<file path="src/verilog/core_pkg.sv">
package core_pkg;

    localparam int XLEN = 32;
    localparam int TAG_W = 3;
    localparam int ROB_DEPTH = 1 << TAG_W;

    typedef logic [XLEN-1:0] word_t;
    typedef logic [TAG_W-1:0] tag_t;
    typedef logic [4:0] reg_addr_t;

    typedef enum logic {
        UNIT_ALU,
        UNIT_MULDIV
    } unit_e;

    typedef enum logic [2:0] {
        ALU_ADD,
        ALU_SUB,
        ALU_AND,
        ALU_OR,
        ALU_XOR,
        ALU_SLL,
        ALU_SRL,
        ALU_SLTU
    } alu_op_e;

    // all unsigned
    typedef enum logic [1:0] {
        MD_MUL,
        MD_MULHU,
        MD_DIVU,
        MD_REMU
    } muldiv_op_e;

    typedef struct packed {
        unit_e     unit;
        logic [2:0] op;     // muldiv uses [1:0]
        reg_addr_t rd;
        reg_addr_t rs1;
        reg_addr_t rs2;
        logic      use_imm;
        word_t     imm;
    } dispatch_t;

    typedef struct packed {
        logic  ready;
        tag_t  tag;     // producer while not ready
        word_t value;
    } operand_t;

    typedef struct packed {
        logic  valid;
        tag_t  tag;
        word_t value;
    } cdb_t;

    typedef struct packed {
        logic      valid;
        reg_addr_t rd;
        word_t     value;
    } commit_t;

endpackage

</file>
<file path="src/verilog/reservation_station.sv">
`timescale 1ns/100ps

module reservation_station #(
    parameter int  DEPTH     = 4,
    parameter type payload_t = core_pkg::alu_op_e
) (
    input  logic               clk,
    input  logic               rst,
    input  logic               write,
    input  core_pkg::tag_t     tag,
    input  core_pkg::operand_t src_a,
    input  core_pkg::operand_t src_b,
    input  payload_t           op,
    input  core_pkg::cdb_t     cdb,
    input  logic               unit_ready,
    output logic               full,
    output logic               issue_valid,
    output core_pkg::tag_t     issue_tag,
    output core_pkg::word_t    issue_a,
    output core_pkg::word_t    issue_b,
    output payload_t           issue_op
);
    import core_pkg::*;

    localparam int IDX_W = $clog2(DEPTH);

    typedef struct packed {
        tag_t     tag;
        operand_t a;
        operand_t b;
        payload_t op;
    } slot_t;

    slot_t            slots [DEPTH];
    logic [DEPTH-1:0] used;
    logic [IDX_W-1:0] free_idx;
    logic [IDX_W-1:0] iss_idx;
    logic             have_issue;

    function automatic operand_t snoop(input operand_t o, input cdb_t bus);
        operand_t r;
        r = o;
        if (!o.ready && bus.valid && bus.tag == o.tag) begin
            r.ready = 1'b1;
            r.value = bus.value;
        end
        return r;
    endfunction

    // scan downwards so the lowest slot is picked
    always_comb begin
        free_idx   = '0;
        iss_idx    = '0;
        have_issue = 1'b0;
        for (int i = DEPTH - 1; i >= 0; i--) begin
            if (!used[i]) begin
                free_idx = IDX_W'(i);
            end
            if (used[i] && slots[i].a.ready && slots[i].b.ready) begin
                iss_idx    = IDX_W'(i);
                have_issue = 1'b1;
            end
        end
    end

    assign full        = &used;
    assign issue_valid = have_issue && unit_ready;
    assign issue_tag   = slots[iss_idx].tag;
    assign issue_a     = slots[iss_idx].a.value;
    assign issue_b     = slots[iss_idx].b.value;
    assign issue_op    = slots[iss_idx].op;

    always_ff @(posedge clk) begin
        if (rst) begin
            used <= '0;
        end else begin
            if (issue_valid) begin
                used[iss_idx] <= 1'b0;
            end
            if (write) begin
                used[free_idx] <= 1'b1;
            end
        end
    end

    always_ff @(posedge clk) begin
        for (int i = 0; i < DEPTH; i++) begin
            slots[i].a <= snoop(slots[i].a, cdb);
            slots[i].b <= snoop(slots[i].b, cdb);
        end
        if (write) begin // bus already bypassed by the ROB
            slots[free_idx] <= '{tag: tag, a: src_a, b: src_b, op: op};
        end
    end

endmodule
</file>
<file path="config.mk">
export PLATFORM = sky130hd
export DESIGN_NAME = reservation_station
export DESIGN_NICKNAME = d
export VERILOG_FILES = /design/src/verilog/core_pkg.sv /design/src/verilog/reservation_station.sv
export SDC_FILE = /design/constraint.sdc
export NUM_CORES = 1
export LEC_CHECK = 0
export BUFFER_PORTS_ARGS = -buffer_cell sky130_fd_sc_hd__buf_2
export CORE_MARGIN = 8
export CORE_UTILIZATION = 55
export CTS_BUF_LIST = sky130_fd_sc_hd__clkbuf_16
export CTS_CLUSTER_DIAMETER = 200
export CTS_CLUSTER_SIZE = 10
export DETAILED_ROUTE_END_ITERATION = 6
export PLACE_DENSITY = 0.88
export SETUP_SLACK_MARGIN = 0.4
export SLEW_MARGIN = 10
export SYNTH_ARGS = -nofsm -noshare
export SYNTH_HDL_FRONTEND = slang
export SYNTH_SLANG_ARGS = --single-unit
export TNS_END_PERCENT = 100
</file>
<file path="constraint.sdc">
create_clock -name clk -period 5.2 [get_ports clk]
set_clock_uncertainty 0.2 [all_clocks]
set_input_delay 1.04 -clock clk [delete_from_list [all_inputs] [get_ports clk]]
set_output_delay 1.04 -clock clk [all_outputs]
set_load 0.1 [all_outputs]
</file>
# Word-level counts from Yosys, hierarchy flattened
# Memory sizes are Yosys's and may differ from the RTL's.
# Index checks and enable logic that the tools add are counted.
[classes]
order_cmp = 4
n_eq_ne = 8
n_mux = 37
bitwise_logic = 3
reduce_logical = 36
[op_table]
columns = ["op", "n"]
rows = [
  ["$mux W32", 8],
  ["$logic_and A1 B1 Y1", 27],
  ["$eq A3 B3 Y1", 8],
  ["$mux W1", 16],
  ["$mux W2", 8],
  ["$mux W4", 3],
  ["$logic_not A1 Y1", 8],
  ["$lt A2 B3 Y1 const B", 2],
  ["$and A4 B4 Y4", 1],
  ["$demux W1 S2", 2],
  ["$ge A2 B1 Y1 const B", 2],
  ["$not A4 Y4", 1],
  ["$or A4 B4 Y4", 1],
  ["$reduce_and A4 Y1", 1],
]
[totals]
reg_bits = 4
mem_bits_rw = 312
inputBits = 118
output_inout_bits = 72
wordCells = 90
n_memories = 1
[memory_table]
columns = ["name", "words", "word_bits", "rd", "rd_clocked_by_memory_dff", "wr", "line", "source"]
rows = [
  ["slots", 4, 78, 5, 0, 5, "reservation_station.sv:34", "slot_t slots [DEPTH];"],
]

# Longest topological paths before layout
# Gate-level depths: netlist (run 1).
[depth]
depth_word = 16
ltp_mapped = 8

# Least setup slack after synthesis (run 1)
# Ideal clock, no wire load.
[synth_path]
kind = "input-to-reg"
start = "input port cdb[32] (netlist bit)"
end = "memory slots[3][10] (netlist bit), enable pin"
t_arrival_ps = 3820
required_ps = 4534
slack_ps = 715
stages = 4
path_cell_list = "buf_2 xnor2_1 nand4_1 o21ai_0"
[synth_rtl]
columns = ["element", "line", "source"]
rows = [
  ["from (decl)", "reservation_station.sv:14", "input core_pkg::cdb_t cdb,"],
  ["to (decl)", "reservation_station.sv:34", ""],
]

# Final worst setup path (run 1)
[layout_path]
start = "register used[2]"
end = "output port issue_b[6]"
[layout_via]
elab_chain_cells = 6
[layout_lines]
columns = ["element", "line", "source"]
rows = [
  ["from (decl)", "reservation_station.sv:35", "logic [DEPTH-1:0] used;"],
  ["from (signal assigned)", "reservation_station.sv:75", "used <= '0;"],
  ["from (signal, indexed assignment)", "reservation_station.sv:78", "used[iss_idx] <= 1'b0;"],
  ["from (signal, indexed assignment)", "reservation_station.sv:81", "used[free_idx] <= 1'b1;"],
  ["$logic_and A1 B1 Y1 (2 in series)", "reservation_station.sv:59", "if (used[i] && slots[i].a.ready && slots[i].b.ready) begin"],
  ["$mux W2 (3 in series)", "reservation_station.sv:59", ""],
  ["$mem_v2 Z4 W78", "--", ""],
  ["to (decl)", "reservation_station.sv:20", "output core_pkg::word_t issue_b,"],
]
# No other way between the ends.

==> results of run 1 <==
==> power by group through the flow <==
stage	combinational, uW	clock (uW)	sequential [uW]
4_1_cts	1370	2340	3010
6_report	1370	2350	3010
5_1_grt	1430	2450	3020
3_5_place_dp	1360	0	3060
2_1_floorplan	1040	0	3020
3_3_place_gp	1330	0	3050
==> worst max-delay path: stages (launching register included) <==
cell and delay, ns:
sky130_fd_sc_hd__dfxtp_2 0.81, sky130_fd_sc_hd__nand3_4 0.87, sky130_fd_sc_hd__a311oi_1 0.71, sky130_fd_sc_hd__o2bb2ai_1 0.12, sky130_fd_sc_hd__buf_2 0.30
==> cells in the mapped netlist <==
cell                        number  area share
sky130_fd_sc_hd__edfxtp_1      304        0.59
sky130_fd_sc_hd__buf_12          6      0.0077
sky130_fd_sc_hd__buf_4           2     0.00096
sky130_fd_sc_hd__xnor2_1        24       0.014
sky130_fd_sc_hd__nor2_1         10      0.0024
sky130_fd_sc_hd__a21oi_1         6      0.0019
sky130_fd_sc_hd__a311oi_1       71       0.040
sky130_fd_sc_hd__inv_1           1     0.00024
sky130_fd_sc_hd__buf_2          26      0.0084
sky130_fd_sc_hd__nand2_1       322       0.078
sky130_fd_sc_hd__o21ba_2         1     0.00064
sky130_fd_sc_hd__mux2_4         49       0.047
sky130_fd_sc_hd__buf_1           3     0.00072
sky130_fd_sc_hd__a41o_1          4      0.0026
sky130_fd_sc_hd__inv_2           2     0.00048
sky130_fd_sc_hd__nand4b_1        1     0.00056
sky130_fd_sc_hd__o21ai_0        76       0.024
sky130_fd_sc_hd__o2bb2ai_1      70       0.039
sky130_fd_sc_hd__nand3_1         5      0.0016
sky130_fd_sc_hd__nand4_1         8      0.0032
sky130_fd_sc_hd__dfxtp_1        12       0.015
sky130_fd_sc_hd__o41a_1          1     0.00072
sky130_fd_sc_hd__o41ai_1         1     0.00056
sky130_fd_sc_hd__mux2_2         83       0.060
sky130_fd_sc_hd__o31ai_2         1     0.00080
sky130_fd_sc_hd__or3_1           1     0.00040
sky130_fd_sc_hd__clkbuf_1       71       0.017
sky130_fd_sc_hd__o21bai_1        3      0.0014
sky130_fd_sc_hd__and3_1          4      0.0016
sky130_fd_sc_hd__a21boi_2        1     0.00072
sky130_fd_sc_hd__and4_1         70       0.039
sky130_fd_sc_hd__nand3b_1        1     0.00048
sky130_fd_sc_hd__clkinv_2        1     0.00032
sky130_fd_sc_hd__a41oi_1         1     0.00056
==> metrics by stage <==
stage               cells  hold WS (ns)
floorplan            1242         0.254
global placement     1723         0.284
detailed placement   1723         0.298
CTS                  1777         0.306
global route         1784         0.329
finish               1785         0.310
==> registers in the layout, summed over array words and instances, names as in the netlist <==
signal and cells:
slots 312, used 4
==> how the worst max path moves through the flow <==
stage | startpoint | endpoint | slack [ns] | cells past startpoint
after detailed placement | slots[2][74]$_DFF_P_ | issue_a[21] | 1.21 | 4
after floorplan | cdb[32] | slots[3][10]$_DFFE_PP_ | 0.71 | 4
final | used[2]$_SDFF_PP0_ | issue_b[6] | 0.59 | 4
after CTS | slots[2][74]$_DFF_P_ | issue_a[21] | 0.65 | 4
after global placement | slots[2][74]$_DFF_P_ | issue_b[15] | 1.24 | 4
after global routing | slots[2][74]$_DFF_P_ | issue_a[21] | 0.43 | 4
==> cell families (layout without fill, tap and decap cells) <==
family | Yosys count | after routing
AOI/OAI and AO/OA | 236 | 236
and+or+nand+nor | 422 | 422
other | 0 | 8
DFF | 316 | 316
muxes | 132 | 132
xor gates and xnor gates | 24 | 24
buffers and inverters | 112 | 269
==> metal layers <==
metal	up-vias	global-route usage	wire, um
met4	2	0.143	2040
met2	832	0.446	22900
met3	144	0.0490	4720
met1	5688	0.308	15800
li1	5056	-	-
met5	-	0	13
==> area by class of cell <==
type,instances,share of cell area
antenna,8,0.00112
clock buffer,39,0.0546
clock inverter,15,0.00490
inverter,4,0.00112
multi-input combinational,814,0.324
sequential,316,0.525
tap,378,0.0265
timing repair buffer,211,0.0629
==> impl_metrics.json, run 1 <==
{
  "number_of_global_route_vias_before_repair": 12000,
  "powerDensity_nw_per_um2": 377,
  "arrival_ns": 3.37,
  "internal_power_uw": 4620,
  "critPathRequiredTime_ns": 3.96,
  "synth-seq-area-share": 0.602,
  "top_level_ports": 190,
  "final_net_count": 1502,
  "origin_of_the_critical_flop_to_flop_path": "used[2]$_SDFF_PP0_",
  "startpoint_type": "flip-flop",
  "clockRootBuffer": "sky130_fd_sc_hd__clkbuf_16",
  "switching_fraction_of_total_power": 0.314,
  "path_class": "flip-flop to primary output",
  "layout-area-overhead-vs-synth_pct": 14.8,
  "cts_buffers": 37,
  "multi_input_area_um2": 5790,
  "global_route.usage.total": 0.261,
  "die_y_extent_um": 184,
  "synth_top_family_by_area": "simple AND/OR/NAND/NOR gates",
  "result_of_the_run": "complete, no violations",
  "cts.reportedPaths.clkPinSlew_ns": 0.06,
  "postLayoutCoreUtil": 0.641,
  "cts.sinks": 316,
  "gp_congestion": 0.829,
  "cts_hold_bufs": 0,
  "timing.hold.worst.start": "used[3]$_SDFF_PP0_",
  "fp.coreArea_um2": 27900,
  "drt-initial-drc-count": 1392,
  "grt_antenna_before_repair": 8,
  "share_clk_of_total_power": 0.349,
  "hold_path.class": "flip-flop to flip-flop",
  "final_cell_mix": "sky130_fd_sc_hd__nand2_1, sky130_fd_sc_hd__edfxtp_1, sky130_fd_sc_hd__buf_2",
  "routed_wirelength_um": 45500,
  "worst-r2r-setup-slack_ns": 1.77,
  "max_slew_margin": 0.313,
  "library_cells_used_by_synthesis": 34,
  "clock_tree.htree_level_count": 2,
  "layout_commonest_cell": "sky130_fd_sc_hd__nand2_1",
  "number_of_remaining_drc_errors": 0,
  "irDropWorstVdd_mv": 0.247,
  "worstMarginPinSlew_ns": 1.03,
  "synth_seq_cells": 316,
  "synth_xor_area_frac": 0.0135,
  "worst-path-max-fanout": 70,
  "synth.net_count": 1360,
  "syn_inst": 1242,
  "period_needed_ns": 4.61,
  "ff_latch_area_um2": 9370,
  "finalHoldViolations": 0,
  "synth-compound-area-share": 0.114,
  "n_fill_cell": 2002,
  "cts_buffer_depth": 3,
  "routed_length_per_instance_um": 25.5,
  "grt_first_pass_wirelength_um": 68300,
  "post_layout_inst_area_um2": 17900,
  "area_of_the_mapped_netlist_um2": 15600,
  "globalRouteOverflowTotal": 0,
  "dp_hpwl_um": 27100,
  "final_min_period_over_clock_period": 0.886,
  "pwr-share-seq": 0.447,
  "vias_per_cell": 6.57,
  "post-place-ws_ns": 1.21,
  "postSynthAreaPerCell_um2": 12.5,
  "setup_tns_ns": 0,
  "ff2ff_path_depth": 6,
  "initial_core_util": 0.559,
  "p_switching_uw": 2110,
  "mux_cell_area_share_after_synthesis": 0.107,
  "die_width_um": 184,
  "timing.fmax_mhz": 217,
  "reg2reg_to": "slots[2][11]$_DFFE_PP_",
  "placement.io_buffers": 189,
  "report.final.setup_viol": 0,
  "clock_latency_ns": 0.52,
  "post-cts-setup-buffers": 0,
  "endpoint_kind": "primary output",
  "drt-pass1-iter-count": 6,
  "yosysWarnings": 0,
  "drv.max_cap_violation_count": 0,
  "setup_ws_ns": 0.594,
  "fp.dieArea_um2": 33900,
  "fin_total_pwr_uw": 6730,
  "dpl-instance-area_um2": 16800,
  "simple_gate_share_of_the_synthesized_area": 0.127,
  "timing.hold.worst_endpoint": "used[3]$_SDFF_PP0_",
  "clock_tree_from_tritoncts": "done",
  "largest_net_degree_at_the_start_of_global_routing": 73,
  "dr_total_vias": 11700,
  "rsz0062_at_grt": "false",
  "ratio_of_cells_with_drive_above_1_in_the_final_layout": 0.290,
  "area_share_of_fa_ha_maj_cells_after_synthesis": 0,
  "power.leakage_uw": 0.00666,
  "whs_path_depth": 2,
  "antenna_violating_nets_post_route": 0,
  "power.share.combinational": 0.204,
  "rows": 61,
  "post_cts.resized_instances": 0,
  "final_max_slew_viol_count": 0
}
(Power assumes the default switching activity.)
==> inputs of run 2 (changes only) <==
Settings changed: CORE_ASPECT_RATIO from default to 1.75.
==> impl_metrics.json, run 2 (same netlist as run 1, synthesis figures left out) <==
{
  "result_of_the_run": "complete, no violations",
  "cts.reportedPaths.clkPinSlew_ns": 0.05,
  "gp_congestion": 0.853,
  "report.final.setup_viol": 0,
  "worstMarginPinSlew_ns": 1.11,
  "die_width_um": 143,
  "setup_tns_ns": 0,
  "drv.max_cap_violation_count": 0,
  "cts_buffers": 37,
  "final_cell_mix": "sky130_fd_sc_hd__nand2_1, sky130_fd_sc_hd__edfxtp_1, sky130_fd_sc_hd__buf_2",
  "period_needed_ns": 4.64,
  "timing.fmax_mhz": 215,
  "top_level_ports": 190,
  "post-cts-setup-buffers": 0,
  "dr_total_vias": 11800,
  "antenna_violating_nets_post_route": 0,
  "clockRootBuffer": "sky130_fd_sc_hd__clkbuf_16",
  "final_min_period_over_clock_period": 0.892,
  "number_of_placed_instances_with_taps_included": 1721,
  "origin_of_the_critical_flop_to_flop_path": "used[2]$_SDFF_PP0_",
  "clock_latency_ns": 0.53,
  "timing.critical_path.slowest_cell_delay_ns": 0.94,
  "vias_per_cell": 6.64,
  "layout_top_registers": "slots (312), used (4)",
  "ff2ff_path_depth": 6,
  "power.leakage_uw": 0.00665,
  "die_y_extent_um": 239,
  "clock_tree.htree_level_count": 2,
  "irDropWorstVdd_mv": 0.297,
  "n_fill_cell": 2001,
  "cts_buffer_depth": 3,
  "clock_tree_from_tritoncts": "done",
  "arrival_ns": 3.40,
  "worst_setup_path_endpoint": "issue_b[22]",
  "critical_path.startpoint": "slots[3][38]$_DFF_P_",
  "cts.sinks": 316,
  "global_route.usage.total": 0.262,
  "drt-initial-drc-count": 1678,
  "endpoint_kind": "primary output",
  "rsz0062_at_grt": "false",
  "placement.io_buffers": 189,
  "layout_commonest_cell": "sky130_fd_sc_hd__nand2_1",
  "number_of_global_route_vias_before_repair": 12200,
  "max_slew_margin": 0.256,
  "final_max_slew_viol_count": 0,
  "finalHoldViolations": 0,
  "globalRouteOverflowTotal": 0,
  "ratio_of_cells_with_drive_above_1_in_the_final_layout": 0.291,
  "largest_net_degree_at_the_start_of_global_routing": 76,
  "grt_first_pass_wirelength_um": 68200,
  "critPathRequiredTime_ns": 3.96,
  "top_register": "slots",
  "multi_input_area_um2": 5770,
  "drt-pass1-iter-count": 6,
  "critical_path.cell_chain": "and3_2 -> buf_4 -> a311oi_1 -> o2bb2ai_1 -> buf_2",
  "layout-area-overhead-vs-synth_pct": 14.5,
  "reg2reg_to": "slots[3][34]$_DFFE_PP_",
  "worst-path-max-fanout": 45,
  "powerDensity_nw_per_um2": 374,
  "final_cells": 1782,
  "worst-r2r-setup-slack_ns": 1.66,
  "largest_reg_flops": 312,
  "fp.coreArea_um2": 27900,
  "path_class": "flip-flop to primary output",
  "post_cts.resized_instances": 0,
  "routed_length_per_instance_um": 25.5,
  "rows": 81,
  "number_of_remaining_drc_errors": 0,
  "startpoint_type": "flip-flop",
  "dp_hpwl_um": 26600,
  "ff_latch_area_um2": 9370,
  "fp.dieArea_um2": 34100,
  "initial_core_util": 0.558,
  "grt_antenna_before_repair": 7,
  "routed_wirelength_um": 45500,
  "cts_hold_bufs": 0,
  "hold_path.class": "flip-flop to flip-flop",
  "final_net_count": 1505,
  "postLayoutCoreUtil": 0.640,
  "crit_path_top_delay_cell": "sky130_fd_sc_hd__and3_2"
}
run 2: layout make-up:
cell class	count	share of cell area
inverter	4	0.00112
antenna	8	0.00112
timing repair buffer	214	0.0650
clock buffer	38	0.0534
tap	373	0.0262
clock inverter	15	0.00372
sequential	316	0.526
multi-input combinational	814	0.324
run 2: routing by layer:
| layer | vias to the layer above | GRT usage | wire length, um |
|---|---|---|---|
| li1 | 5049 | - | - |
| met1 | 5784 | 0.289 | 15300 |
| met2 | 789 | 0.449 | 23300 |
| met4 | 2 | 0.167 | 2640 |
| met5 | - | 0 | 15 |
| met3 | 203 | 0.0560 | 4290 |
run 2: report_power, final:
group	switching, uW	leakage (uW)	total [uW]	internal (uW)
Clock	971	0.000547	2270	1300
Combinational	1100	0.00321	1400	307
Sequential	45.6	0.00290	2980	2940
run 2: critical path: cells and delay by family, from the launching register on:
kind            cells  cell delay, ns
buf+inv             2            1.00
flops               1            0.43
compound gates      2            0.47
simple gates        1            0.94
run 2: per-stage QoR:
step	worst slack [ns]	hold slack (ns)	instance area, um^2	power [uW]
6_report	0.559	0.300	17800	6660
3_3_place_gp	1.26	0.268	16800	4390
2_1_floorplan	0.715	0.254	15600	4060
5_1_grt	0.523	0.318	17800	6810
3_5_place_dp	1.23	0.286	16800	4420
4_1_cts	0.641	0.293	17800	6650
run 2: worst min path at each step:
stage / from / endpoint / depth (start not counted)
floorplan: used[3]$_SDFF_PP0_ / used[3]$_SDFF_PP0_ / 2
global placement: used[3]$_SDFF_PP0_ / used[3]$_SDFF_PP0_ / 2
detailed placement: used[3]$_SDFF_PP0_ / used[3]$_SDFF_PP0_ / 2
CTS: used[3]$_SDFF_PP0_ / used[3]$_SDFF_PP0_ / 2
global route: used[3]$_SDFF_PP0_ / used[3]$_SDFF_PP0_ / 2
finish: used[3]$_SDFF_PP0_ / used[3]$_SDFF_PP0_ / 2
==> inputs of run 3 (changes only) <==
Settings changed: CORE_UTILIZATION 55 to 53, CTS_BUF_LIST sky130_fd_sc_hd__clkbuf_16 to default, PLACE_DENSITY 0.88 to 0.89.
Clock period 5.2 ns to 4.2 ns, I/O delays scaled along.
==> impl_metrics.json, run 3 (same netlist as run 1, synthesis figures left out) <==
{
  "final_min_period_over_clock_period": 0.894,
  "powerDensity_nw_per_um2": 465,
  "initial_core_util": 0.535,
  "endpoint_kind": "primary output",
  "number_of_global_route_vias_before_repair": 12500,
  "arrival_ns": 2.71,
  "top_register": "slots",
  "routed_length_per_instance_um": 26.2,
  "antenna_violating_nets_post_route": 0,
  "ratio_of_cells_with_drive_above_1_in_the_final_layout": 0.299,
  "grt_antenna_before_repair": 2,
  "crit_path_top_delay_cell": "sky130_fd_sc_hd__dfxtp_4",
  "dr_total_vias": 12100,
  "clock_tree.htree_level_count": 2,
  "top_level_ports": 190,
  "drv.max_cap_violation_count": 0,
  "final_max_slew_viol_count": 0,
  "irDropWorstVdd_mv": 0.375,
  "grt_first_pass_wirelength_um": 70000,
  "fin_total_pwr_uw": 8380,
  "report.final.setup_viol": 0,
  "power.leakage_uw": 0.00670,
  "globalRouteOverflowTotal": 0,
  "rows": 83,
  "drt-pass1-iter-count": 7,
  "die_y_extent_um": 243,
  "timing.fmax_mhz": 266,
  "fp.coreArea_um2": 29100,
  "clock_tree_from_tritoncts": "done",
  "worst-path-max-fanout": 31,
  "cts.sinks": 316,
  "die_width_um": 146,
  "layout_top_registers": "slots (312), used (4)",
  "number_of_remaining_drc_errors": 0,
  "routed_wirelength_um": 47100,
  "layout_commonest_cell": "sky130_fd_sc_hd__nand2_1",
  "fp.dieArea_um2": 35300,
  "path_buf_inv": 2,
  "multi_input_area_um2": 5810,
  "critPathRequiredTime_ns": 3.16,
  "period_needed_ns": 3.75,
  "critical_path.cell_chain": "nand3_4 -> buf_4 -> a311oi_1 -> o2bb2ai_1 -> buf_2",
  "ff_latch_area_um2": 9380,
  "dominant_delay_contributor_by_cell_family_on_the_critical_path": "buffers and inverters",
  "result_of_the_run": "complete, no violations",
  "drt-initial-drc-count": 1749,
  "finalHoldViolations": 0,
  "dp_hpwl_um": 28200,
  "cts_hold_bufs": 0,
  "clockRootBuffer": "sky130_fd_sc_hd__clkbuf_16",
  "cts.reportedPaths.clkPinSlew_ns": 0.05,
  "placement.io_buffers": 189,
  "clock_latency_ns": 0.51,
  "cts_buffer_depth": 3,
  "vias_per_cell": 6.74,
  "setup_tns_ns": 0,
  "gp_congestion": 0.853,
  "rsz0062_at_grt": "false",
  "final_net_count": 1518,
  "hold_path.class": "input pin to flip-flop",
  "final_cell_mix": "sky130_fd_sc_hd__nand2_1, sky130_fd_sc_hd__edfxtp_1, sky130_fd_sc_hd__buf_2",
  "layout-area-overhead-vs-synth_pct": 15.9,
  "path_class": "flip-flop to primary output",
  "fin_worst_hold_slack_ns": 0.349,
  "cts_buffers": 37,
  "global_route.usage.total": 0.254,
  "postLayoutCoreUtil": 0.620,
  "largest_reg_flops": 312,
  "post_layout_inst_area_um2": 18000,
  "worstMarginPinSlew_ns": 0.873,
  "timing.critical_path.slowest_cell_delay_ns": 0.58,
  "dpl-instance-area_um2": 16900,
  "n_fill_cell": 2062,
  "max_slew_margin": 0.416,
  "startpoint_type": "flip-flop",
  "largest_net_degree_at_the_start_of_global_routing": 54,
  "post-cts-setup-buffers": 0
}
## run 3: changes by cell type in the layout (fill, tap and decap cells not counted), sizes merged
cell    delta
and3       +4
inv       -14
diode      -6
bufinv     +1
buf        +8
clkbuf    +14
## run 3: layer usage
metal / GRT usage / share of wire / vias to the layer above / wire (um)
li1: - / - / 5082 / -
met1: 0.279 / 0.33 / 5786 / 15600
met2: 0.438 / 0.51 / 1012 / 23900
met3: 0.0494 / 0.099 / 239 / 4640
met4: 0.171 / 0.063 / 2 / 2960
met5: 0 / 0.00028 / - / 13
## run 3: layout make-up
| type | count | share of cell area |
|---|---|---|
| Sequential cell | 316 | 0.520 |
| Inverter | 4 | 0.00111 |
| Antenna cell | 2 | 0.000278 |
| Clock inverter | 2 | 0.00215 |
| Timing Repair Buffer | 223 | 0.0709 |
| Clock buffer | 51 | 0.0566 |
| Tap cell | 382 | 0.0265 |
| Multi-Input combinational cell | 818 | 0.322 |
## run 3: report_power, final
group	switching, uW	internal, uW	leakage (uW)
Clock	1170	1730	0.000513
Combinational	1340	392	0.00329
Sequential	98.5	3640	0.00290
## run 3: path summary, 6_finish.rpt
path                      startpoint                endpoint  slack (ns)  depth (start not counted)
setup / recovery  used[2]$_SDFF_PP0_             issue_a[28]        0.45                          5
hold / removal                 op[0]   slots[1][0]$_DFFE_PP_        0.35                          1
setup reg to reg  used[2]$_SDFF_PP0_  slots[3][54]$_DFFE_PP_        0.93                          6
hold reg to reg   used[3]$_SDFF_PP0_      used[3]$_SDFF_PP0_        0.44                          2
## run 3: timing repair
action | 4_1_cts | 5_1_grt
resized for setup | 9 | 2
pin swaps | 1 | 3
endpoints found under the setup margin | 60 | 26
gates cloned | 1 | 3
## run 3: through the flow
step	cells	setup slack (ns)
final	1798	0.446
after global placement	1739	0.719
after floorplan	1242	0.528
after CTS	1793	0.376
after global routing	1797	0.412
after detailed placement	1739	0.693
